$ cat config.mk
export PLATFORM = sky130hd
export DESIGN_NAME = decode_stage
export DESIGN_NICKNAME = d
export VERILOG_FILES = /design/src/cpu_pkg.sv /design/src/decode_stage.sv /design/src/register_file.sv
export SDC_FILE = /design/constraint.sdc
export NUM_CORES = 1
export LEC_CHECK = 0
export BUFFER_PORTS_ARGS = -buffer_cell sky130_fd_sc_hd__buf_2
export CAP_MARGIN = 20
export CORE_AREA = 2 2 179 181
export CTS_CLUSTER_DIAMETER = 80
export CTS_CLUSTER_SIZE = 16
export DETAILED_ROUTE_END_ITERATION = 8
export DIE_AREA = 0 0 181 183
export HOLD_SLACK_MARGIN = 0.05
export MAX_ROUTING_LAYER = met4
export PLACE_DENSITY = 0.56
export SYNTH_ARGS = -nofsm -noshare
export SYNTH_HDL_FRONTEND = slang
export SYNTH_SLANG_ARGS = --single-unit
export TNS_END_PERCENT = 20
$ cat constraint.sdc
create_clock -name clk -period 3.6 [get_ports clk]
set_input_delay 0 -clock clk [delete_from_list [all_inputs] [get_ports clk]]
set_output_delay 0 -clock clk [all_outputs]
set_load 0.01 [all_outputs]
$ cat src/cpu_pkg.sv
`default_nettype none

package cpu_pkg;

	// data word, instruction word and pc all share one width
	typedef logic [15:0] word_t;
	typedef logic [2:0]  reg_addr_t;
	typedef logic [3:0]  opcode_t;
	typedef logic [1:0]  alu_op_t;
	typedef logic [1:0]  fwd_sel_t;

	// opcodes, top nibble of the instruction
	localparam opcode_t OP_ADD  = 4'b0000;
	localparam opcode_t OP_ADI  = 4'b0001;
	localparam opcode_t OP_NAND = 4'b0010;
	localparam opcode_t OP_LHI  = 4'b0011;
	localparam opcode_t OP_LW   = 4'b0100;
	localparam opcode_t OP_SW   = 4'b0101;
	localparam opcode_t OP_NOP  = 4'b0111;
	localparam opcode_t OP_BEQ  = 4'b1000;
	localparam opcode_t OP_JAL  = 4'b1001;

	// bubble word pushed into flushed or stalled slots
	localparam word_t NOP_INSTR = {OP_NOP, 12'h000};

	// both memories use the low bits of a word as address
	localparam int IMEM_DEPTH = 256;
	localparam int DMEM_DEPTH = 256;
	localparam int IMEM_AW    = $clog2(IMEM_DEPTH);
	localparam int DMEM_AW    = $clog2(DMEM_DEPTH);

	// alu functions
	localparam alu_op_t ALU_ADD    = 2'd0;
	localparam alu_op_t ALU_NAND   = 2'd1;
	localparam alu_op_t ALU_PASS_B = 2'd2;

	// operand sources in decode, youngest write wins
	localparam fwd_sel_t FWD_RF  = 2'd0;
	localparam fwd_sel_t FWD_EX  = 2'd1;
	localparam fwd_sel_t FWD_MEM = 2'd2;
	localparam fwd_sel_t FWD_WB  = 2'd3;

	// pending register write
	typedef struct packed {
		logic      we;
		reg_addr_t addr;
		word_t     data;
	} dest_t;

	typedef struct packed {
		word_t pc;
		word_t pc_plus1;
		word_t instr;
	} ifid_t;

	typedef struct packed {
		word_t     pc;
		word_t     opa;
		word_t     opb;
		word_t     instr;
		alu_op_t   alu_op;
		logic      imm_sel;
		logic      reg_write;
		logic      mem_write;
		logic      mem_to_reg;
		logic      link;
		reg_addr_t rd;
	} idex_t;

	typedef struct packed {
		dest_t dest;
		word_t store_data;
		word_t addr;
		logic  mem_write;
		logic  mem_to_reg;
	} exmem_t;

	typedef struct packed {
		logic  valid;
		word_t target;
	} redirect_t;

endpackage

`default_nettype wire

$ cat src/decode_stage.sv
`default_nettype none

module decode_stage (
	input  wire                     clk,
	input  wire                     rst,
	input  wire cpu_pkg::ifid_t     ifid,
	input  wire                     stall,
	input  wire                     flush,
	input  wire cpu_pkg::fwd_sel_t  rs1_sel,
	input  wire cpu_pkg::fwd_sel_t  rs2_sel,
	input  wire cpu_pkg::dest_t     ex_dest,
	input  wire cpu_pkg::dest_t     mem_dest,
	input  wire cpu_pkg::dest_t     wb,
	output cpu_pkg::reg_addr_t      rs1,
	output cpu_pkg::reg_addr_t      rs2,
	output logic                    rs1_used,
	output logic                    rs2_used,
	output cpu_pkg::redirect_t      jump_redirect,
	output cpu_pkg::idex_t          idex
);
	import cpu_pkg::*;

	opcode_t   opcode;
	word_t     rd1;
	word_t     rd2;
	word_t     opa_fwd;
	word_t     opa;
	word_t     opb;
	alu_op_t   alu_op;
	logic      imm_sel;
	logic      reg_write;
	logic      mem_write;
	logic      mem_to_reg;
	logic      link;
	reg_addr_t rd;

	// forwarding mux, one per operand
	function automatic word_t fwd_pick(input fwd_sel_t sel, input word_t rf_data,
		input word_t ex_data, input word_t mem_data, input word_t wb_data);
		case (sel)
			FWD_EX:  return ex_data;
			FWD_MEM: return mem_data;
			FWD_WB:  return wb_data;
			default: return rf_data;
		endcase
	endfunction

	register_file i_register_file (
		.clk (clk),
		.rst (rst),
		.rs1 (rs1),
		.rs2 (rs2),
		.wb  (wb),
		.rd1 (rd1),
		.rd2 (rd2)
	);

	assign opcode = ifid.instr[15:12];

	// field decode, defaults suit add/nand/beq
	always_comb begin
		rs1        = ifid.instr[11:9];
		rs2        = ifid.instr[8:6];
		rs1_used   = 1'b0;
		rs2_used   = 1'b0;
		rd         = ifid.instr[11:9];
		alu_op     = ALU_ADD;
		imm_sel    = 1'b0;
		reg_write  = 1'b0;
		mem_write  = 1'b0;
		mem_to_reg = 1'b0;
		link       = 1'b0;
		case (opcode)
			OP_ADD, OP_NAND: begin
				rs1_used  = 1'b1;
				rs2_used  = 1'b1;
				rd        = ifid.instr[5:3];
				reg_write = 1'b1;
				alu_op    = (opcode == OP_NAND) ? ALU_NAND : ALU_ADD;
			end
			OP_ADI: begin
				rs1_used  = 1'b1;
				rd        = ifid.instr[8:6];
				imm_sel   = 1'b1;
				reg_write = 1'b1;
			end
			// lhi value is built in execute and passed through the alu
			OP_LHI: begin
				alu_op    = ALU_PASS_B;
				reg_write = 1'b1;
			end
			// base register rb goes on port 1 for both memory ops
			OP_LW: begin
				rs1        = ifid.instr[8:6];
				rs1_used   = 1'b1;
				imm_sel    = 1'b1;
				reg_write  = 1'b1;
				mem_to_reg = 1'b1;
			end
			OP_SW: begin
				rs1       = ifid.instr[8:6];
				rs2       = ifid.instr[11:9];
				rs1_used  = 1'b1;
				rs2_used  = 1'b1;
				imm_sel   = 1'b1;
				mem_write = 1'b1;
			end
			OP_BEQ: begin
				rs1_used = 1'b1;
				rs2_used = 1'b1;
			end
			OP_JAL: begin
				reg_write = 1'b1;
				link      = 1'b1;
			end
			default: ;
		endcase
	end

	assign opa_fwd = fwd_pick(rs1_sel, rd1, ex_dest.data, mem_dest.data, wb.data);
	assign opb     = fwd_pick(rs2_sel, rd2, ex_dest.data, mem_dest.data, wb.data);
	// jal carries its link value down in operand a
	assign opa = link ? ifid.pc_plus1 : opa_fwd;

	// jal target, pc plus sign-extended imm9
	assign jump_redirect = '{valid: link,
		target: ifid.pc + {{7{ifid.instr[8]}}, ifid.instr[8:0]}};

	always_ff @(posedge clk) begin
		if (rst || stall || flush) begin
			idex       <= '0;
			idex.instr <= NOP_INSTR;
		end else begin
			idex <= '{pc: ifid.pc, opa: opa, opb: opb, instr: ifid.instr,
				alu_op: alu_op, imm_sel: imm_sel, reg_write: reg_write,
				mem_write: mem_write, mem_to_reg: mem_to_reg, link: link, rd: rd};
		end
	end

endmodule

`default_nettype wire

$ cat src/register_file.sv
`default_nettype none

module register_file (
	input  wire                     clk,
	input  wire                     rst,
	input  wire cpu_pkg::reg_addr_t rs1,
	input  wire cpu_pkg::reg_addr_t rs2,
	input  wire cpu_pkg::dest_t     wb,
	output cpu_pkg::word_t          rd1,
	output cpu_pkg::word_t          rd2
);
	import cpu_pkg::*;

	word_t regs [8];

	// asynchronous reads, no internal bypass
	assign rd1 = regs[rs1];
	assign rd2 = regs[rs2];

	always_ff @(posedge clk) begin
		if (rst) begin
			for (int i = 0; i < 8; i++) begin
				regs[i] <= '0;
			end
		end else if (wb.we) begin
			regs[wb.addr] <= wb.data;
		end
	end

	// whatever the pipeline delivers must be resolved data
	a_wb_data_known: assert property (@(posedge clk) disable iff (rst)
		wb.we |-> !$isunknown({wb.addr, wb.data}))
		else $error("register write with unknown address or data");

endmodule

`default_nettype wire

Word-level counts from Yosys, hierarchy flattened
Memories as Yosys holds them, arrays and structs flattened.
Index checks and enable logic that the tools add are counted.
W data, S select, Z words.
{"block": "word_totals", "ff_bits": 74, "latchBits": 0, "ram_bits": 128, "romBits": 0, "input_bits": 116, "word_cells": 59, "memories": 1}
{"block": "op_classes", "add_sub_neg": 1, "n_mul": 0, "div_mod_pow": 0, "n_lt_le_gt_ge": 0, "eq_ne": 13, "shifts": 0, "n_mux": 23, "bitwise": 0, "n_reduce_logical": 10}
{"memory": "i_register_file.regs", "words": 8, "word_bits": 16, "rd": 2, "rd_clocked_by_memory_dff": 0, "write_ports": 8, "line_no": "register_file.sv:14", "source": "word_t regs [8];"}
{"op": "$pmux W16 S3", "n": 2}
{"op": "$mux W16", "n": 2}
{"op": "$add A16 B16 Y16", "n": 1}
{"op": "$reduce_or A16 Y1", "n": 1}
{"op": "$mux W1", "n": 14}
{"op": "$reduce_or A6 Y1", "n": 2}
{"op": "$mux W3", "n": 3}
{"op": "$eq A2 B2 Y1 const B", "n": 4}
{"op": "$eq A4 B2 Y1 const B", "n": 2}
{"op": "$eq A4 B3 Y1 const B", "n": 2}
{"op": "$eq A4 B4 Y1 const B", "n": 2}
{"op": "$pmux W3 S2", "n": 1}
{"op": "$eq A2 B1 Y1 const B", "n": 2}
{"op": "$eq A4 B1 Y1 const B", "n": 1}
{"op": "$logic_not A4 Y1", "n": 1}
{"op": "$pmux W2 S2", "n": 1}
{"op": "$reduce_or A2 Y1", "n": 2}
{"op": "$reduce_or A4 Y1", "n": 1}
{"op": "$reduce_or A3 Y1", "n": 1}
{"op": "$logic_or A1 B1 Y1", "n": 2}

Depth between registers and ports, before layout
Gate-level depths: netlist of run 1.
An unclocked memory read counts as a cell.
{"block": "depth", "word_depth": 6, "mapped_depth": 11}

Cells and area by module
Synthesis of run 1 repeated with hierarchy kept, for this count alone.
{"block": "hier_totals", "hier_cells": 805, "hier_area_um2": 10797.9}
{"mod": "register_file", "instances": 1, "cells_each": 430, "area_per_inst_um2": 6910.4}
{"mod": "decode_stage", "instances": 1, "cells_each": 375, "area_per_inst_um2": 3887.5}

Worst setup path before layout of run 1
OpenSTA, ideal clock, no wires.
{"block": "synth_timing", "path_kind": "input to register", "start": "input ifid[15] (netlist bit)", "end": "register idex[29] (netlist bit)", "setup_time_ns": 0.117, "t_arrival_ns": 1.765, "required_time_ns": 3.483, "setup_slack_ns": 1.717, "stages": 11, "path_buffers": 4, "path_cell_list": "buf_2 nor4bb_1 buf_4 mux2i_1 buf_6 inv_2 buf_2 and2_1 a211oi_1 a221oi_1 a32o_1"}
{"block": "synth_via", "elab_chain_len": 4}
{"element": "start, declared", "line_no": "decode_stage.sv:6", "source": "input wire cpu_pkg::ifid_t ifid,"}
{"element": "$eq A4 B3 Y1", "line_no": "decode_stage.sv:73", "source": "case (opcode)"}
{"element": "$mux W3", "line_no": "decode_stage.sv:73"}
{"element": "$mem_v2 Z8 W16"}
{"element": "$pmux W16 S3", "line_no": "decode_stage.sv:40", "source": "case (sel)"}
{"element": "end signal, assigned", "line_no": "decode_stage.sv:134", "source": "idex <= '{pc: ifid.pc, opa: opa, opb: opb, instr: ifid.instr,"}
{"element": "end, declared", "line_no": "decode_stage.sv:19", "source": "output cpu_pkg::idex_t idex"}
Every way passes these cells.
A chain may end at the register's enable or synchronous reset.

Worst setup path in the final report of run 1
{"block": "layout_timing", "start": "input ifid[12] (netlist bit)", "end": "register idex[50] (netlist bit)"}
{"block": "layout_via", "elab_chain_len": 6, "word_cells_on_any_way": 9}
{"element": "$eq A4 B3 Y1", "line_no": "decode_stage.sv:73"}
{"element": "$reduce_or A2 Y1 (no source line)"}
{"element": "$mux W3", "line_no": "decode_stage.sv:73"}
{"element": "$mem_v2 Z8 W16"}
{"element": "$pmux W16 S3", "line_no": "decode_stage.sv:40"}
{"element": "$mux W16 (*)", "line_no": "decode_stage.sv:123", "source": "assign opa = link ? ifid.pc_plus1 : opa_fwd;"}
Every way passes the cells marked *; elsewhere a longest branch is shown, timed or not.

==> results.md, run 1 <==
* Fillers at 2969
* Worst R2R Start: i_register_file.regs[3][14]$_SDFFCE_PN0P_
* Worst Setup SP: ifid[12]
* Clk_lat worst skew at 0.49 ns
* Pint at 3950 uW
* CP max FO at 19
* Post-CTS resize count at 0
* Flop pwr share at 0.483
* CTS Buffer Depth at 3
* Area grow syn2layout at 27.9%
* Most frequent cells in the layout: 206 x buf_2, 172 x nand2_1, 172 x and2_1, 128 x edfxtp_1, 104 x dlygate4sd3_1
* Worst path arrival time at 3.41 ns
* Slew @ Worst Pin at 1.16 ns
* Area of the multi-input gates at 5150 um^2
* PortBufs at 206
* Power density over the cells at 395 nW/um^2
* Critical path class: primary input to flip-flop
* Post-route setup TNS at 0 ns
* WP data required at 3.96 ns
* Netlist cell types at 63
* Clock power frac at 0.326
* Warnings, synthesis at 0
* WL final at 40400 um
* Gr ovfl total at 0
* Buf+Inv Stages, Crit Path at 6
* CTS tree: done
* Critical-path cell list: dlygate4sd3_1 > buf_2 > inv_1 > nor3_1 > nand2_1 > buf_4 > clkinv_1 > a221o_1 > o211ai_1 > dlygate4sd3_1 > o21ai_1
* First-pass GRT wire length at 59100 um
* Share of cells above drive strength 1 at 0.229
* Net Sw Frac at 0.275
* Number of I/O pins at 215
* Post-Syn Nets at 1207
* Dpl ws at 0.954 ns
* Final hold violation count at 0
* DIE WIDTH at 181 um
* CP startpoint kind: primary input
* Asr flop ratio synth at 0
* Hold_buf cts at 104
* Average wire per standard cell at 22.8 um
* Layout Skew at 0.0167 ns
* Slew headroom at 0.229
* Reg clk slew, reported paths at 0.08 ns
* Top cells by area, synth: edfxtp_1 36%, dfxtp_1 14%, and2_1 10%, nand2_1 6.0%, mux2_2 3.5%
* Row count at 65
* Nets@finish at 1489
* Crit path capture type: flip-flop
* Postcts setup bufs at 0
* Post-DRT Antenna Nets at 0
* Largest net degree at the start of global routing at 63
* Most common library cell in the layout ignoring fill and taps: buf_2
* Num CTS Buffers at 16
* Top cell by count, worst path: dlygate4sd3_1
* Top cell family by delay on the critical path: buffers and inverters
* Die Y-Extent at 183 um
* EDFF count, synth at 128
* Mean Syn Cell Area at 10.1 um^2
* Register bit total from synthesis at 202
* RSZ-0062 raised after global routing: false
* Vias in the first global route at 9383
* Cells after Synth at 1075
* GPL Wtd Cong at 0.841
* H-tree Lvls at 1
* Mapped Area at 10800 um^2
* Root buffer cell: clkbuf_16
* Reg2reg setup slack at 1.79 ns
* 1st-iter DRT viols at 962
* Final non-filler cell area at 13800 um^2
* Static Leakage at 0.00568 uW
* Top_reg_cell synth: edfxtp_1
* CP max stage delay at 0.75 ns
* Pre-antenna DRT Iters at 5
* GRT Resource Usage Total at 0.245
* Sink Count at 202
* Initial core utilization at 0.346
* Register area share after synthesis at 0.493
* Hold Path Class: primary input to flip-flop
* Vias/cell at 5.47
* Worst min-delay path startpoint: ex_dest[6]
* Tmin final at 3.04 ns
* # setup viols final at 0
* Fin crit share at 0.845
* Vias at 9692
* Post-DP HPWL at 25800 um
* Post-DP Area at 12300 um^2
* Final Max Tran Viols at 0
* Die ar. at 33100 um^2
* CP max stage cell: clkinv_1
* Reg area at 5330 um^2
* Fmax at 329 MHz
* Combinational power share at 0.191
* Yosys top cell by area: edfxtp_1
* Initial antenna violation count at 3
* Total core area at 31200 um^2
* Top-area cell type share of the netlist area at 0.356
* Outcome: complete, no violations
* Worst IR Drop VDD at 0.186 mV
* Max cap viols at 0
* Psw at 1500 uW
* DRC Markers at 0
* Setup WS post-layout at 0.556 ns
==> final timing paths <==
path | endpoint | cells past startpoint
worst max-delay path | idex[50]$_SDFF_PP0_ | 11
worst min-delay path | idex[32]$_SDFF_PP0_ | 4
worst max register to register | idex[56]$_SDFF_PP0_ | 6
worst min register to register | idex[29]$_SDFF_PP0_ | 3
==> registers in the layout, summed over array words and instances (netlist names) <==
signal,cells
i_register_file.regs,128
idex,74
==> synthesized netlist by cell type, types with 15 or more instances <==
master,n
and2_1,172
nand2_1,172
edfxtp_1,128
dfxtp_1,74
nand3_1,58
clkbuf_1,42
mux2i_1,35
mux2_2,34
nor2_1,32
o21ai_0,26
a221oi_1,22
a211oi_1,18
a31oi_1,17
a221o_1,15
a22o_1,15
a32o_1,15
ha_1,15
nor3_1,15
==> kinds of logic after synthesis <==
family / count (synthesis) / share of synthesized area
adders and majority gates: 16 / 0.0192
buffers and inverters: 82 / 0.0357
and+or+nand+nor: 514 / 0.244
DFF: 202 / 0.493
AOI/OAI and AO/OA: 175 / 0.123
muxes: 72 / 0.0741
xor gates and xnor gates: 14 / 0.0113
==> per-layer routing <==
layer / GRT usage / wire (um)
met5: - / 0
met1: 0.304 / 16800
met3: 0.0421 / 3280
met2: 0.401 / 18800
met4: 0.0969 / 1600
==> power groups by stage <==
stage               clock network [uW]  registers [uW]  logic [uW]
finish                            1780            2630        1040
detailed placement                   0            2680         938
CTS                               1810            2630        1030
global route                      1890            2650        1120
floorplan                            0            2680         546
global placement                     0            2680         930
==> layout make-up <==
cell class / instances / area share
well taps: 402 / 0.0364
flip-flops and latches: 202 / 0.386
inverters: 10 / 0.00272
repair buffers: 336 / 0.166
multi-input cells: 791 / 0.373
clock buffers: 28 / 0.0361
diodes: 3 / 0.000543
==> metrics by stage <==
stage	utilization	hold slack [ns]	cells	total power, uW
2_1_floorplan	-	0.111	1075	3230
3_3_place_gp	0.393	0.225	1637	3610
3_5_place_dp	0.393	0.225	1637	3620
4_1_cts	0.442	0.0582	1769	5470
5_1_grt	0.442	0.0825	1772	5650
6_report	0.442	0.0619	1772	5450
==> worst min-delay path, stage by stage <==
cell and delay, ns:
buf_2 0.11, mux2_2 0.14, a22o_1 0.14, a32o_1 0.13
Power figures use the tool's default switching activity.
==> run 2: changes to the inputs <==
--- a/config.mk
+++ b/config.mk
@@ -14,7 +14,7 @@
 export DIE_AREA = 0 0 181 183
 export HOLD_SLACK_MARGIN = 0.05
 export MAX_ROUTING_LAYER = met4
-export PLACE_DENSITY = 0.56
+export PLACE_DENSITY = 0.58
 export SYNTH_ARGS = -nofsm -noshare
 export SYNTH_HDL_FRONTEND = slang
 export SYNTH_SLANG_ARGS = --single-unit
==> constraint.sdc (replaced) <==
create_clock -name clk -period 2.7 [get_ports clk]
set_input_delay 0 -clock clk [delete_from_list [all_inputs] [get_ports clk]]
set_output_delay 0 -clock clk [all_outputs]
set_load 0.01 [all_outputs]
==> run 2 against run 1 <==
Net effect: clock skew down 0.0095 ns; non-clock buffer count up 12; largest power group unchanged; die area unchanged; largest cell class unchanged; highest routed layer unchanged; utilization up 0.30 points; via count down 0.39%; hold slack better by 0.012 ns; register-to-register slack worse by 0.55 ns; sequential power up 33%.
==> results.md, run 2 (synthesis results as in run 1) <==
* Total core area at 31200 um^2
* Number of I/O pins at 215
* Pre-antenna DRT Iters at 6
* Vias in the first global route at 9623
* Reg clk slew, reported paths at 0.08 ns
* Slew @ Worst Pin at 1.02 ns
* Reg2Reg Depth at 5
* Power density over the cells at 518 nW/um^2
* CP max FO at 4
* Top Registers: i_register_file.regs x128, idex x74
* Top reg by flops: i_register_file.regs
* Average wire per standard cell at 21.4 um
* Sink Count at 202
* Largest net degree at the start of global routing at 63
* Final Max Tran Viols at 0
* Slew headroom at 0.322
* WP data required at 2.70 ns
* Most frequent cells in the layout: 206 x buf_2, 172 x nand2_1, 172 x and2_1, 128 x edfxtp_1, 108 x dlygate4sd3_1
* Max cap viols at 0
* DIE WIDTH at 181 um
* Gr ovfl total at 0
* GPL Wtd Cong at 0.854
* R2R Path End: idex[40]$_SDFF_PP0_
* Initial antenna violation count at 2
* H-tree Lvls at 1
* Area grow syn2layout at 28.7%
* Hold Path Sink: idex[41]$_SDFF_PP0_
* First-pass GRT wire length at 56800 um
* Outcome: complete, no violations
* Critical path class: primary input to output port
* Hold path cells at 4
* Vias/cell at 5.41
* Post-DP HPWL at 25600 um
* Clk_lat worst skew at 0.49 ns
* Row count at 65
* Worst R2R Start: i_register_file.regs[5][14]$_SDFFCE_PN0P_
* Nets@finish at 1501
* Reg area at 5330 um^2
* DRC Markers at 0
* Post-route setup TNS at 0 ns
* Worst Setup SP: ifid[2]
* Worst path arrival time at 2.58 ns
* CP startpoint kind: primary input
* Root buffer cell: clkbuf_16
* Die ar. at 33100 um^2
* Die Y-Extent at 183 um
* Post-DRT Antenna Nets at 0
* Final core occ at 0.445
* Fillers at 2948
* Worst IR Drop VDD at 0.293 mV
* Fin crit share at 0.955
* Initial core utilization at 0.346
* # setup viols final at 0
* Largest register FFs at 128
* CTS Buffer Depth at 3
* Static Leakage at 0.00572 uW
* Fmax at 388 MHz
* Crit path capture type: output port
* Vias at 9654
* WL final at 38200 um
* Postcts setup bufs at 0
* Setup WS post-layout at 0.122 ns
* Reg2reg setup slack at 1.24 ns
* Layout Skew at 0.00725 ns
* Final hold violation count at 0
* PortBufs at 206
* Share of cells above drive strength 1 at 0.233
* CTS tree: done
* Num CTS Buffers at 16
* Most common library cell in the layout ignoring fill and taps: buf_2
* RSZ-0062 raised after global routing: false
* Hold Path Class: primary input to flip-flop
* Dpl ws at 0.327 ns
* Worst min-delay path startpoint: ex_dest[15]
* GRT Resource Usage Total at 0.233
* 1st-iter DRT viols at 835
* Tmin final at 2.58 ns
* Area of the multi-input gates at 5160 um^2
-- run 2: changes by cell type in the layout (fill, tap and decap cells not counted), sizes merged --
cell | before | now
buf | 232 | 240
clkbuf | 28 | 27
clkinv | 2 | 1
clkinvlp | 0 | 1
dlygate4sd3 | 104 | 108
inv | 8 | 9
-- run 2: worst max path at each step --
| stage | slack (ns) | to | depth (start not counted) |
|---|---|---|---|
| finish | 0.12 | jump_redirect[15] | 9 |
| global route | 0.006 | jump_redirect[15] | 9 |
| CTS | 0.01 | idex[44]$_SDFF_PP0_ | 10 |
| detailed placement | 0.33 | idex[43]$_SDFF_PP0_ | 8 |
| global placement | 0.35 | idex[54]$_SDFF_PP0_ | 9 |
| floorplan | 0.82 | idex[29]$_SDFF_PP0_ | 11 |
-- run 2: stage by stage --
step / std cells / hold slack, ns / instance area (um^2) / total power, uW
2_1_floorplan: 1075 / 0.111 / 10800 / 4300
3_3_place_gp: 1645 / 0.223 / 12300 / 4820
3_5_place_dp: 1645 / 0.226 / 12300 / 4830
4_1_cts: 1781 / 0.0633 / 13900 / 7200
5_1_grt: 1783 / 0.0943 / 13900 / 7450
6_report: 1784 / 0.0743 / 13900 / 7200
-- run 2: final cells by class --
type | count | area share
antenna | 3 | 0.000540
clock buffer | 27 | 0.0333
clock inverter | 1 | 0.000450
inverter | 10 | 0.00297
multi-input combinational | 791 | 0.371
sequential | 202 | 0.383
tap | 402 | 0.0362
timing repair buffer | 348 | 0.173
-- run 2: power by group --
group          internal, uW  total [uW]  switching (uW)  leakage (uW)
clock                  1180        2290            1110      0.000226
sequential             3440        3510            71.4       0.00183
combinational           588        1400             815       0.00367
total                  5200        7200            2000       0.00572
-- run 2: worst max-delay path: stages --
cell and delay, ns:
dlygate4sd3_1 0.55, buf_2 0.14, ha_1 0.33, a21oi_1 0.37, o211ai_1 0.24, a31oi_2 0.34, nor3_1 0.08, a311oi_1 0.32
buf_2 0.20
-- run 2: per-layer routing --
metal,GRT usage,wire [um]
met5,-,0
met3,0.0451,2990
met2,0.391,18200
met4,0.0836,1110
met1,0.280,15900
-- run 2: what timing repair did --
item / CTS / global route
hold buffers: 108 / 0
endpoints found under the setup margin: 0 / 11
resized for setup: 0 / 3
hold endpoints to repair: 201 / 0
