[src/cpu_pkg.sv]
`default_nettype none

package cpu_pkg;

	// data word, instruction word and pc all share one width
	typedef logic [15:0] word_t;
	typedef logic [2:0]  reg_addr_t;
	typedef logic [3:0]  opcode_t;
	typedef logic [1:0]  alu_op_t;
	typedef logic [1:0]  fwd_sel_t;

	// opcodes, top nibble of the instruction
	localparam opcode_t OP_ADD  = 4'b0000;
	localparam opcode_t OP_ADI  = 4'b0001;
	localparam opcode_t OP_NAND = 4'b0010;
	localparam opcode_t OP_LHI  = 4'b0011;
	localparam opcode_t OP_LW   = 4'b0100;
	localparam opcode_t OP_SW   = 4'b0101;
	localparam opcode_t OP_NOP  = 4'b0111;
	localparam opcode_t OP_BEQ  = 4'b1000;
	localparam opcode_t OP_JAL  = 4'b1001;

	// bubble word pushed into flushed or stalled slots
	localparam word_t NOP_INSTR = {OP_NOP, 12'h000};

	// both memories use the low bits of a word as address
	localparam int IMEM_DEPTH = 256;
	localparam int DMEM_DEPTH = 256;
	localparam int IMEM_AW    = $clog2(IMEM_DEPTH);
	localparam int DMEM_AW    = $clog2(DMEM_DEPTH);

	// alu functions
	localparam alu_op_t ALU_ADD    = 2'd0;
	localparam alu_op_t ALU_NAND   = 2'd1;
	localparam alu_op_t ALU_PASS_B = 2'd2;

	// operand sources in decode, youngest write wins
	localparam fwd_sel_t FWD_RF  = 2'd0;
	localparam fwd_sel_t FWD_EX  = 2'd1;
	localparam fwd_sel_t FWD_MEM = 2'd2;
	localparam fwd_sel_t FWD_WB  = 2'd3;

	// pending register write
	typedef struct packed {
		logic      we;
		reg_addr_t addr;
		word_t     data;
	} dest_t;

	typedef struct packed {
		word_t pc;
		word_t pc_plus1;
		word_t instr;
	} ifid_t;

	typedef struct packed {
		word_t     pc;
		word_t     opa;
		word_t     opb;
		word_t     instr;
		alu_op_t   alu_op;
		logic      imm_sel;
		logic      reg_write;
		logic      mem_write;
		logic      mem_to_reg;
		logic      link;
		reg_addr_t rd;
	} idex_t;

	typedef struct packed {
		dest_t dest;
		word_t store_data;
		word_t addr;
		logic  mem_write;
		logic  mem_to_reg;
	} exmem_t;

	typedef struct packed {
		logic  valid;
		word_t target;
	} redirect_t;

endpackage

`default_nettype wire

[src/execute_stage.sv]
`default_nettype none

module execute_stage (
	input  wire                 clk,
	input  wire                 rst,
	input  wire cpu_pkg::idex_t idex,
	output cpu_pkg::dest_t      ex_dest,
	output logic                ex_is_load,
	output cpu_pkg::redirect_t  branch_redirect,
	output cpu_pkg::exmem_t     exmem
);
	import cpu_pkg::*;

	opcode_t opcode;
	word_t   imm6;
	word_t   lhi_data;
	word_t   offset;
	word_t   alu_b;
	word_t   alu_out;
	word_t   result;
	logic    equal;

	assign opcode = idex.instr[15:12];

	// zero-extended imm6 for adi and address calc
	assign imm6 = {10'b0, idex.instr[5:0]};
	// imm9 into the upper bits
	assign lhi_data = {idex.instr[8:0], 7'b0};
	// beq offset is signed
	assign offset = {{10{idex.instr[5]}}, idex.instr[5:0]};

	// operand b choice
	always_comb begin
		if (opcode == OP_LHI) begin
			alu_b = lhi_data;
		end else if (idex.imm_sel) begin
			alu_b = imm6;
		end else begin
			alu_b = idex.opb;
		end
	end

	always_comb begin
		case (idex.alu_op)
			ALU_NAND:   alu_out = ~(idex.opa & alu_b);
			ALU_PASS_B: alu_out = alu_b;
			default:    alu_out = idex.opa + alu_b;
		endcase
	end

	// link value rides in operand a
	assign result = idex.link ? idex.opa : alu_out;

	// for a load this data is the address, the stall hides it
	assign ex_dest    = '{we: idex.reg_write, addr: idex.rd, data: result};
	assign ex_is_load = idex.mem_to_reg;

	// static not-taken, redirect only when equal
	assign equal = (idex.opa == idex.opb);
	assign branch_redirect = '{valid: (opcode == OP_BEQ) && equal,
		target: idex.pc + offset};

	// ex/mem, address is rb plus imm from the alu
	always_ff @(posedge clk) begin
		if (rst) begin
			exmem <= '0;
		end else begin
			exmem <= '{dest: ex_dest, store_data: idex.opb, addr: alu_out,
				mem_write: idex.mem_write, mem_to_reg: idex.mem_to_reg};
		end
	end

endmodule

`default_nettype wire

[config.mk]
export PLATFORM = sky130hd
export DESIGN_NAME = execute_stage
export DESIGN_NICKNAME = d
export VERILOG_FILES = /design/src/cpu_pkg.sv /design/src/execute_stage.sv
export SDC_FILE = /design/constraint.sdc
export NUM_CORES = 1
export LEC_CHECK = 0
export ABC_CLOCK_PERIOD_IN_PS = 6500
export BUFFER_PORTS_ARGS = -buffer_cell sky130_fd_sc_hd__buf_2
export CAP_MARGIN = 0
export CORE_UTILIZATION = 30
export CTS_CLUSTER_DIAMETER = 150
export CTS_CLUSTER_SIZE = 40
export DETAILED_ROUTE_END_ITERATION = 6
export PLACE_DENSITY = 0.6
export SETUP_SLACK_MARGIN = 0.3
export SLEW_MARGIN = 20
export SYNTH_ARGS = -nofsm -noshare
export SYNTH_HDL_FRONTEND = slang
export SYNTH_SLANG_ARGS = --single-unit
export TNS_END_PERCENT = 50
[constraint.sdc]
create_clock -name clk -period 6.5 [get_ports clk]
set_input_delay 0.325 -clock clk [delete_from_list [all_inputs] [get_ports clk]]
set_output_delay 0.325 -clock clk [all_outputs]
set_load 0.05 [all_outputs]
== Yosys cells after proc, flatten, opt, wreduce, memory -nomap -nowiden ==
Index checks and enable logic that the tools add are counted.
Storage, ports and cells
  latch bits: 0
  word-level logic and storage cells: 21
  memories: 0
  register bits after elaboration: 54
  output and inout port bits: 92
  memory bits (read-only): 0
  RAM bits: 0
  input port bits: 76
Operators by class
  shift-type cells: 0
  multipliers: 0
  $add $sub $neg: 2
  magnitude comparators: 0
  reduce and logical (&&, ||, !) cells: 1
  bitwise operators: 2
  equality and inequality tests: 5
  div/mod/pow operators: 0
  mux-type cells: 4
Operator list (count)
  $mux W16: 3
  $add A16 B16 Y16: 2
  $pmux W16 S2: 1
  $and A16 B16 Y16: 1
  $eq A16 B16 Y1: 1
  $not A16 Y16: 1
  $eq A4 B2 Y1 const B: 1
  $eq A4 B4 Y1 const B: 1
  $eq A2 B1 Y1 const B: 1
  $eq A2 B2 Y1 const B: 1
  $logic_and A1 B1 Y1: 1

== Longest topological paths before layout ==
Gate-level depths: netlist of run 1.
  depth in word-level cells: 6
  gate-level depth with buffers: 12

== Worst setup path after synthesis of run 1 ==
OpenSTA, ideal clock, no wires.
  kind: input port to output port
  start: input idex[15] (netlist name)
  end: output branch_redirect[15] (netlist name)
  stages on the path: 7
  data arrival time: 3965 ps
  path slack: 2210 ps
  buffers on the path: 0
  required time: 6175 ps
  cells stage by stage: ha_1 -> a21o_1 -> a31o_2 -> a21oi_1 -> o31ai_2 -> mux2i_1 -> a2111oi_0
RTL lines
  start: declaration: RTL line execute_stage.sv:6  | input wire cpu_pkg::idex_t idex,
  end: declaration: RTL line execute_stage.sv:9  | output cpu_pkg::redirect_t branch_redirect,

==> results.py, run 1 <==
metrics = {
    "floorplanning": {
        "core_area_sq_um": 12820,
        "die_area_sq_um": 13800,
        "initial_core_util_pct": 31.20,
        "ioPinCount": 168,
        "die_height_um": 117.5,
        "rows": 41,
        "die_w_um": 117.5,
    },
    "timing": {
        "max-slew-margin-rel_pct": 38.64,
        "max_freq_mhz": 236.7,
        "fin_crit_sh_pct": 65.01,
        "hold_viol_final": 0,
        "rsz0062_at_grt": "no",
        "drv_slew": 0,
        "setup_violations": 0,
        "worst_slack_ns": 2.275,
        "tightest_slew_ns": 0.9203,
        "tns_ns": 0,
        "finalCriticalPeriod_ns": 4.225,
    },
    "clock_tree": {
        "cts_resized": 0,
        "cts_max_level": 2,
        "cts_tree": "done",
        "cts_sinks": 54,
        "clockBufferDepth": 2,
        "clock-root-buffer": "clkbuf_16",
        "clk_pin_slew_worst_paths_ns": 0.07,
        "postCtsHoldBufs": 0,
        "post-cts-setup-buffer-count": 0,
        "cts_inserted_buffers": 5,
    },
    "worst_setup_path": {
        "path_cells": "buf_2 > and4bb_2 > nor2_1 > ha_1 > fa_1 > a211oi_2 > nor4_2 > o41ai_2 > a21oi_1 > a311o_1 > a21oi_1 > buf_2",
        "critPathMaxFanout": 24,
        "cp-end-kind": "output pin",
        "path_class": "in -> out",
        "cp-start-kind": "input pin",
        "worstPathArrival_ns": 3.90,
        "slowest_stage": "and4bb_2",
        "cp_data_required_time_ns": 6.17,
        "critPathMaxStageDelay_ns": 0.66,
    },
    "route": {
        "wire_per_inst_um": 17.06,
        "ant_nets": 0,
        "dr.pass1.iters": 5,
        "vias": 4248,
        "drcViolationCount": 0,
        "via_per_inst": 5.212,
        "wl_mm": 13.90,
        "drtIter0Drc": 331,
    },
    "hold_path": {
        "min_path_type": "in -> reg",
    },
    "placed_design": {
        "numPortBuffers": 164,
        "dp_hpwl_mm": 11.28,
        "place_area_sq_um": 4922,
        "dp_slack_ns": 2.389,
        "routabilityCongestion": 0.9197,
        "placed_cells": 807,
    },
    "yosys": {
        "ys_top_cells_by_count": "dfxtp_1 (54), nor2_1 (49), nor2b_1 (37)",
        "synthArstFlopShare_pct": 0,
        "synth_flop_cell": "dfxtp_1",
        "synthesis.nets": 607,
        "synth_top_area_share_pct": 27.02,
        "ys_seq_area_share_pct": 27.02,
        "yosysMostFrequentCell": "dfxtp_1",
        "synth_edf_count": 0,
        "yosysUniqueCellTypes": 62,
        "syn_avg_cell_area_sq_um": 8.067,
        "yosysTopAreaCell": "dfxtp_1",
        "syn_area_sq_um": 4001,
        "synthCells": 496,
        "yosysWarnings": 0,
        "synth-seq-cells": 54,
        "yosys-top-cells-area": "dfxtp_1 (27%), ha_1 (10%), nor2b_1 (5.8%)",
    },
    "finish": {
        "top_regs": "exmem: 54 flops",
        "design_area_sq_um": 5089,
        "syn_to_final_growth_pct": 27.17,
        "final_nets": 753,
        "stdcell_count": 815,
        "seq_area_sq_um": 1081,
        "largest_reg_flops": 54,
        "fillers": 1342,
        "drive_gt1_share_pct": 28.62,
        "multi_input_area_sq_um": 2726,
        "num_antenna_cells": 0,
        "top_register": "exmem",
    },
    "global_routing": {
        "use_met3_pct": 2.277,
        "first_global_vias": 4073,
        "grt_max_degree": 56,
        "overflow": 0,
        "antenna_found_initial": 0,
        "grt_pass1_wl_mm": 21.56,
        "grtUsageTotal_pct": 19.60,
        "busiest_layer": "met2",
        "grtUsageMet2_pct": 32.32,
        "grt_use_met1_pct": 25.97,
    },
    "job": {
        "cap_violations": 0,
    },
    "power": {
        "p_total_uw": 1293,
        "p_leak_uw": 0.002372,
        "peakVddDrop_mv": 0.1040,
        "powerDensity_nw_per_um2": 254.2,
    },
    "run_status": {
        "status": "finished, final reports clean",
    },
}
## cells in the final DEF, fill, tap and decap left out, types with 21 or more instances in the layout
cell / Yosys / layout
buf_2: 2 / 164
nand2_1: 36 / 36
dfxtp_1: 54 / 54
a21oi_1: 32 / 32
ha_1: 33 / 33
xnor2_1: 23 / 23
nor2_1: 49 / 49
nor2b_1: 37 / 37
o21ai_0: 23 / 23
inv_1: 21 / 21
## routing by layer
layer	vias to the layer above	routed length, um	share of wire (%)
met4	0	422	3.0
met2	185	6434	46
met1	1968	6186	45
met5	-	0	0
li1	2061	-	-
met3	34	857	6.2
## area by class of cell
cell class                 count  area share [%]
tap                          172           4.229
multi-input combinational    396           53.58
timing repair buffer         164           16.13
clock buffer                   6           2.533
inverter                      21           1.549
clock inverter                 2          0.7376
sequential                    54           21.24
## per-stage QoR
step | hold slack, ns | util [%]
detailed placement | 0.5627 | 38.38
CTS | 0.2627 | 39.68
global placement | 0.5423 | 38.38
finish | 0.2671 | 39.68
global route | 0.2721 | 39.68
floorplan | 0.4532 | -
## cells by family (layout without fill, tap and decap cells)
family	Yosys count	in the layout	share of synthesized area [%]
muxes	16	16	4.096
buffers and inverters	46	193	4.847
DFF	54	54	27.02
adders and majority gates	35	35	11.32
and+or+nand+nor	178	178	22.42
AOI/OAI and AO/OA	133	133	22.86
xor gates and xnor gates	34	34	7.442
## worst max-delay path: cells and delay by family
kind | cells | cell delay (ns)
buffers and inverters | 2 | 0.41
and+or+nand+nor | 3 | 0.92
AOI/OAI and AO/OA | 5 | 1.51
adders and majority gates | 2 | 0.73
## path summary, 6_finish.rpt
kind | startpoint | slack (ns) | cells past startpoint | endpoint
min | idex[0] | 0.27 | 2 | exmem[50]
max | idex[24] | 2.27 | 12 | ex_dest[12]
## report_power, final
part           leakage [uW]  total (uW)  internal [uW]  switching (uW)
clock             0.0000771         302            182             120
combinational       0.00185         625            173             452
sequential         0.000449         366            360            6.57
Power figures use the tool's default switching activity.
==> run 2: changes to the inputs <==
--- a/config.mk
+++ b/config.mk
@@ -5,7 +5,8 @@
 export SDC_FILE = /design/constraint.sdc
 export NUM_CORES = 1
 export LEC_CHECK = 0
-export ABC_CLOCK_PERIOD_IN_PS = 6500
+export ABC_AREA = 1
+export ABC_CLOCK_PERIOD_IN_PS = 4370
 export BUFFER_PORTS_ARGS = -buffer_cell sky130_fd_sc_hd__buf_2
 export CAP_MARGIN = 0
 export CORE_UTILIZATION = 30
==> constraint.sdc (replaced) <==
create_clock -name clk -period 4.37 [get_ports clk]
set_input_delay 0.2185 -clock clk [delete_from_list [all_inputs] [get_ports clk]]
set_output_delay 0.2185 -clock clk [all_outputs]
set_load 0.05 [all_outputs]
==> run 2 against run 1 <==
First-iteration DRC count fell by 12%; clock power increased by 34%; power grew 43%; final area up 3.9%; die area grew 4.6%; critical path depth up 6; critical path type unchanged.
==> results.py, run 2 <==
metrics = {
    "run_status": {
        "status": "finished, final reports clean",
    },
    "worst_setup_path": {
        "slowest_stage": "fa_1",
        "critPathMaxFanout": 9,
        "cp_data_required_time_ns": 4.15,
        "path_cells": "buf_2 > nor2_4 > nand2_8 > nand2_1 > inv_2 > ha_1 > fa_1 > nand2_1 > nand2_1 > and2_1 > nand3_1 > nand3_1 > nand2_1 > nand3_1 > nand3_1 > nand2_1 > inv_1 > buf_2",
        "path_class": "in -> out",
        "critPathMaxStageDelay_ns": 0.41,
        "cpMostUsedCell": "nand2_1",
        "cp-start-kind": "input pin",
        "cpLargestDelayFamily": "simple AND/OR/NAND/NOR gates",
        "worstPathArrival_ns": 2.80,
        "crit_buf_inv": 4,
        "cp-end-kind": "output pin",
    },
    "timing": {
        "tightest_slew_ns": 1.024,
        "max-slew-margin-rel_pct": 31.70,
        "fin_crit_sh_pct": 69.09,
        "hold_viol_final": 0,
        "drv_slew": 0,
        "rsz0062_at_grt": "no",
        "worst_slack_ns": 1.351,
        "tns_ns": 0,
        "setup_violations": 0,
        "finalCriticalPeriod_ns": 3.019,
        "max_freq_mhz": 331.2,
    },
    "global_routing": {
        "first_global_vias": 4237,
        "grt_max_degree": 55,
        "antenna_found_initial": 0,
        "grtUsageTotal_pct": 18.88,
        "grt_pass1_wl_mm": 21.56,
        "overflow": 0,
    },
    "placed_design": {
        "numPortBuffers": 164,
        "routabilityCongestion": 0.8991,
        "dp_slack_ns": 1.354,
        "dp_hpwl_mm": 11.35,
        "place_area_sq_um": 5135,
    },
    "yosys": {
        "syn_avg_cell_area_sq_um": 6.378,
        "synth_flop_cell": "dfxtp_1",
        "synth_top_area_share_pct": 25.80,
        "yosysTopAreaCell": "dfxtp_1",
        "ys_seq_area_share_pct": 25.80,
        "yosysUniqueCellTypes": 43,
        "yosysMostFrequentCell": "nand2_1",
        "ys_top_cells_by_count": "nand2_1 (191), inv_1 (98), nor2_1 (57)",
        "synthesis.nets": 768,
        "syn_area_sq_um": 4190,
        "synth-seq-cells": 54,
        "synthCells": 657,
        "yosysWarnings": 0,
        "synthArstFlopShare_pct": 0,
        "synth_edf_count": 0,
        "yosys-top-cells-area": "dfxtp_1 (26%), nand2_1 (17%), ha_1 (9.9%)",
    },
    "power": {
        "p_int_uw": 987.4,
        "peakVddDrop_mv": 0.1946,
        "pwr-share-clk_pct": 21.8,
        "seqPwrFrac_pct": 29.3,
        "p_switching_uw": 864.1,
        "powerDensity_nw_per_um2": 350.1,
        "p_leak_uw": 0.003031,
        "comb_power_share_pct": 48.9,
        "switching_share_pct": 46.67,
    },
    "clock_tree": {
        "clk_pin_slew_worst_paths_ns": 0.07,
        "cts_inserted_buffers": 5,
        "cts_max_level": 2,
        "clockBufferDepth": 2,
        "postCtsHoldBufs": 0,
        "cts_tree": "done",
        "cts_resized": 0,
        "clock-root-buffer": "clkbuf_16",
        "post-cts-setup-buffer-count": 0,
        "cts_sinks": 54,
    },
    "floorplanning": {
        "rows": 42,
        "die_height_um": 120.2,
        "ioPinCount": 168,
        "die_area_sq_um": 14440,
        "initial_core_util_pct": 31.15,
        "core_area_sq_um": 13450,
        "die_w_um": 120.2,
    },
    "finish": {
        "design_area_sq_um": 5289,
        "num_antenna_cells": 0,
        "final_nets": 919,
        "largest_reg_flops": 54,
        "mostFrequentLayoutCell": "nand2_1",
        "top_register": "exmem",
        "top_regs": "exmem: 54 flops",
        "drive_gt1_share_pct": 25.34,
        "final_cell_mix": "nand2_1 (191), buf_2 (164), inv_1 (98), nor2_1 (57), dfxtp_1 (54)",
        "syn_to_final_growth_pct": 26.22,
    },
    "route": {
        "ant_nets": 0,
        "drtIter0Drc": 292,
        "via_per_inst": 4.650,
        "dr.pass1.iters": 4,
        "wl_mm": 13.51,
        "drcViolationCount": 0,
        "wire_per_inst_um": 13.71,
        "vias": 4580,
    },
    "hold_path": {
        "hold-path-endpoint": "exmem[1]",
        "hp-start": "idex[5]",
        "hold_depth": 3,
        "min_path_type": "in -> reg",
    },
    "job": {
        "cap_violations": 0,
    },
}
-- run 2: changes by cell type after synthesis, sizes merged, moves of 7 or more --
| cell | before | now |
|---|---|---|
| mux2i | 13 | 0 |
| a211oi | 12 | 1 |
| nor2b | 37 | 1 |
| nand3 | 10 | 44 |
| xnor2 | 23 | 5 |
| nand2 | 36 | 196 |
| nand2b | 10 | 0 |
| nor3 | 13 | 6 |
| inv | 21 | 107 |
| clkbuf | 18 | 7 |
| nor2 | 49 | 59 |
| a2111oi | 7 | 0 |
-- run 2: per-layer routing --
layer | track usage [%] | up-vias | wire length (um)
met4 | 7.031 | 0 | 431
met3 | 2.028 | 23 | 727
met1 | 24.58 | 2037 | 6048
li1 | - | 2383 | -
met2 | 31.97 | 137 | 6301
met5 | 0 | - | 0
-- run 2: stage by stage --
stage          hold slack (ns)  power [uW]  std cells  util, %
3_3_place_gp            0.4274        1455        977    38.17
5_1_grt                 0.1261        1959        985    39.31
4_1_cts                 0.1234        1863        985    39.31
3_5_place_dp            0.4353        1459        977    38.17
2_1_floorplan           0.3255        1232        657        -
6_report                0.1301        1852        985    39.31
-- run 2: layout make-up --
| cell class | instances | area (sq um) |
|---|---|---|
| Fill cell | 1493 | 8164 |
| Multi-Input combinational cell | 475 | 2608 |
| Sequential cell | 54 | 1081 |
| Timing Repair Buffer | 164 | 820.8 |
| Inverter | 108 | 405.4 |
| Tap cell | 176 | 220.2 |
| Clock buffer | 5 | 125.1 |
| Clock inverter | 3 | 28.78 |
-- run 2: worst max-delay path by stage --
stage          slack, ns  cells after the start  startpoint           to
5_1_grt             1.12                     18    idex[25]  ex_dest[12]
3_3_place_gp        1.37                     18    idex[25]  ex_dest[12]
6_report            1.35                     18    idex[25]  ex_dest[12]
3_5_place_dp        1.35                     18    idex[25]  ex_dest[12]
2_1_floorplan       1.78                     15    idex[25]    exmem[42]
4_1_cts             1.34                     18    idex[25]  ex_dest[12]
-- run 2: logic make-up after synthesis --
kind of cell	count (synthesis)	synth area share, %
and+or+nand+nor	321	32.73
AOI/OAI and AO/OA	98	14.30
buffers and inverters	128	11.97
adders and majority gates	35	10.81
DFF	54	25.80
xor gates and xnor gates	21	4.389
-- run 2: power by group through the flow --
stage | clock (uW) | sequential, uW | combinational (uW)
global placement | 0 | 553 | 902
finish | 404 | 542 | 906
floorplan | 0 | 702 | 530
detailed placement | 0 | 554 | 905
CTS | 412 | 543 | 908
global route | 431 | 546 | 983
==> run 3: changes to the inputs <==
--- a/config.mk
+++ b/config.mk
@@ -6,7 +6,7 @@
 export NUM_CORES = 1
 export LEC_CHECK = 0
 export ABC_AREA = 1
-export ABC_CLOCK_PERIOD_IN_PS = 4370
+export ABC_CLOCK_PERIOD_IN_PS = 3100
 export BUFFER_PORTS_ARGS = -buffer_cell sky130_fd_sc_hd__buf_2
 export CAP_MARGIN = 0
 export CORE_UTILIZATION = 30
==> constraint.sdc (replaced) <==
create_clock -name clk -period 3.1 [get_ports clk]
set_input_delay 0.155 -clock clk [delete_from_list [all_inputs] [get_ports clk]]
set_output_delay 0.155 -clock clk [all_outputs]
set_load 0.05 [all_outputs]
==> run 3 against run 2 <==
Clock-buffer cell count is the same; routed wire length is 1.2% higher; die area did not move; via count about the same; global-route usage grew 0.36 points; core utilization is 0.70 points higher; clock power increased by 43%; final area increased by 1.8%; critical endpoint is now ex_dest[15]; largest cell class unchanged; highest routed layer unchanged.
==> results.py, run 3 (synthesized netlist as in run 2, its figures left out) <==
metrics = {
    "run_status": {
        "status": "finished, final reports clean",
    },
    "clock_tree": {
        "clk_pin_slew_worst_paths_ns": 0.07,
        "clock-root-buffer": "clkbuf_16",
        "postCtsHoldBufs": 0,
        "cts_sinks": 54,
        "cts_inserted_buffers": 5,
        "cts_tree": "done",
        "clockBufferDepth": 2,
        "cts_max_level": 2,
    },
    "timing": {
        "hold_viol_final": 0,
        "rsz0062_at_grt": "no",
        "setup_violations": 0,
        "finalCriticalPeriod_ns": 2.618,
        "tightest_slew_ns": 1.056,
        "max-slew-margin-rel_pct": 29.61,
        "max_freq_mhz": 381.9,
        "worst_slack_ns": 0.4817,
        "drv_slew": 0,
        "holdWs_ns": 0.06265,
        "tns_ns": 0,
        "fin_crit_sh_pct": 84.46,
    },
    "power": {
        "p_total_uw": 2637,
        "peakVddDrop_mv": 0.2654,
        "powerDensity_nw_per_um2": 489.9,
        "p_leak_uw": 0.003042,
    },
    "global_routing": {
        "grtUsageTotal_pct": 19.24,
        "grt_use_met1_pct": 24.90,
        "overflow": 0,
        "first_global_vias": 4284,
        "grtUsageMet2_pct": 32.26,
        "grt_pass1_wl_mm": 21.74,
        "use_met3_pct": 2.594,
        "antenna_found_initial": 0,
        "busiest_layer": "met2",
        "grt_max_degree": 55,
    },
    "floorplanning": {
        "initial_core_util_pct": 31.15,
        "die_w_um": 120.2,
        "rows": 42,
        "core_area_sq_um": 13450,
        "die_area_sq_um": 14440,
        "die_height_um": 120.2,
        "ioPinCount": 168,
    },
    "finish": {
        "mostFrequentLayoutCell": "nand2_1",
        "syn_to_final_growth_pct": 28.46,
        "drive_gt1_share_pct": 26.85,
        "top_register": "exmem",
        "num_antenna_cells": 0,
        "final_cell_mix": "nand2_1 (188), buf_2 (159), inv_1 (98), nor2_1 (57), dfxtp_1 (54)",
        "largest_reg_flops": 54,
        "top_regs": "exmem: 54 flops",
        "final_nets": 922,
    },
    "route": {
        "via_per_inst": 4.637,
        "wl_mm": 13.67,
        "vias": 4581,
        "drtIter0Drc": 287,
        "ant_nets": 0,
        "wire_per_inst_um": 13.84,
        "dr.pass1.iters": 5,
        "drcViolationCount": 0,
    },
    "placed_design": {
        "numPortBuffers": 164,
        "dp_hpwl_mm": 11.36,
        "routabilityCongestion": 0.8773,
        "dp_slack_ns": 0.3418,
    },
    "worst_setup_path": {
        "cp-start-kind": "input pin",
        "path_class": "in -> out",
        "cp_data_required_time_ns": 2.94,
        "path_cells": "buf_2 > nor2_4 > buf_6 > nand3_1 > o21ai_4 > ha_2 > nand2_1 > inv_1 > nand2_1 > nand2_1 > a21oi_1 > nand2_1 > nand2_1 > nand3_1 > nand3_1 > nand2_1 > inv_1 > buf_4",
        "critPathMaxStageDelay_ns": 0.33,
        "worstSetupStartpoint": "idex[24]",
        "slowest_stage": "ha_2",
        "worstPathArrival_ns": 2.46,
        "critPathMaxFanout": 8,
        "cp-end-kind": "output pin",
        "cpMostUsedCell": "nand2_1",
    },
    "job": {
        "cap_violations": 0,
    },
    "hold_path": {
        "hp-start": "idex[5]",
        "min_path_type": "in -> reg",
    },
}
-- run 3: cell count changes in the layout (fill, tap and decap cells not counted), moves of 2 or more --
cell     previous run  this run
buf_4               0         7
nand2_2             3         6
ha_2                0         5
ha_1               33        27
buf_2             164       159
o21ai_2             9         7
nand2_1           191       188
o21ai_4             0         2
-- run 3: power breakdown --
group | internal (uW) | switching, uW
clock network | 310 | 266
logic | 346 | 951
registers | 752 | 13.0
total | 1410 | 1230
-- run 3: final timing paths --
path,to,slack (ns),depth (start not counted)
hold / removal,exmem[1],0.06,3
setup / recovery,ex_dest[15],0.48,18
-- run 3: final cells by class --
class                   count  area [sq um]
inverters                 108         410.4
fillers                  1498          8070
clock inverters             3         28.78
well taps                 176         220.2
multi-input cells         475          2658
repair buffers            167         859.6
clock buffers               5         125.1
flip-flops and latches     54          1081
-- run 3: stage by stage --
step / area, sq um / utilization [%] / cells
final: 5383 / 40.01 / 988
after global routing: 5383 / 40.01 / 988
after CTS: 5304 / 39.43 / 987
after detailed placement: 5150 / 38.28 / 979
after global placement: 5150 / 38.28 / 979
after floorplan: 4190 / - / 657
-- run 3: what timing repair did --
item                       CTS  global route
setup endpoints to repair    0            12
setup buffers                0             1
gates resized for setup      0            25
-- run 3: per-layer routing --
layer / up-vias / wire [um]
met5: - / 0
met1: 2033 / 6208
met4: 0 / 341
met2: 152 / 6312
met3: 16 / 806
li1: 2380 / -
-- run 3: critical path, delay by kind of cell --
family | cells | cell delay [ns]
buf+inv | 5 | 0.60
fa+ha+maj | 1 | 0.33
simple gates | 10 | 1.08
compound gates | 2 | 0.29
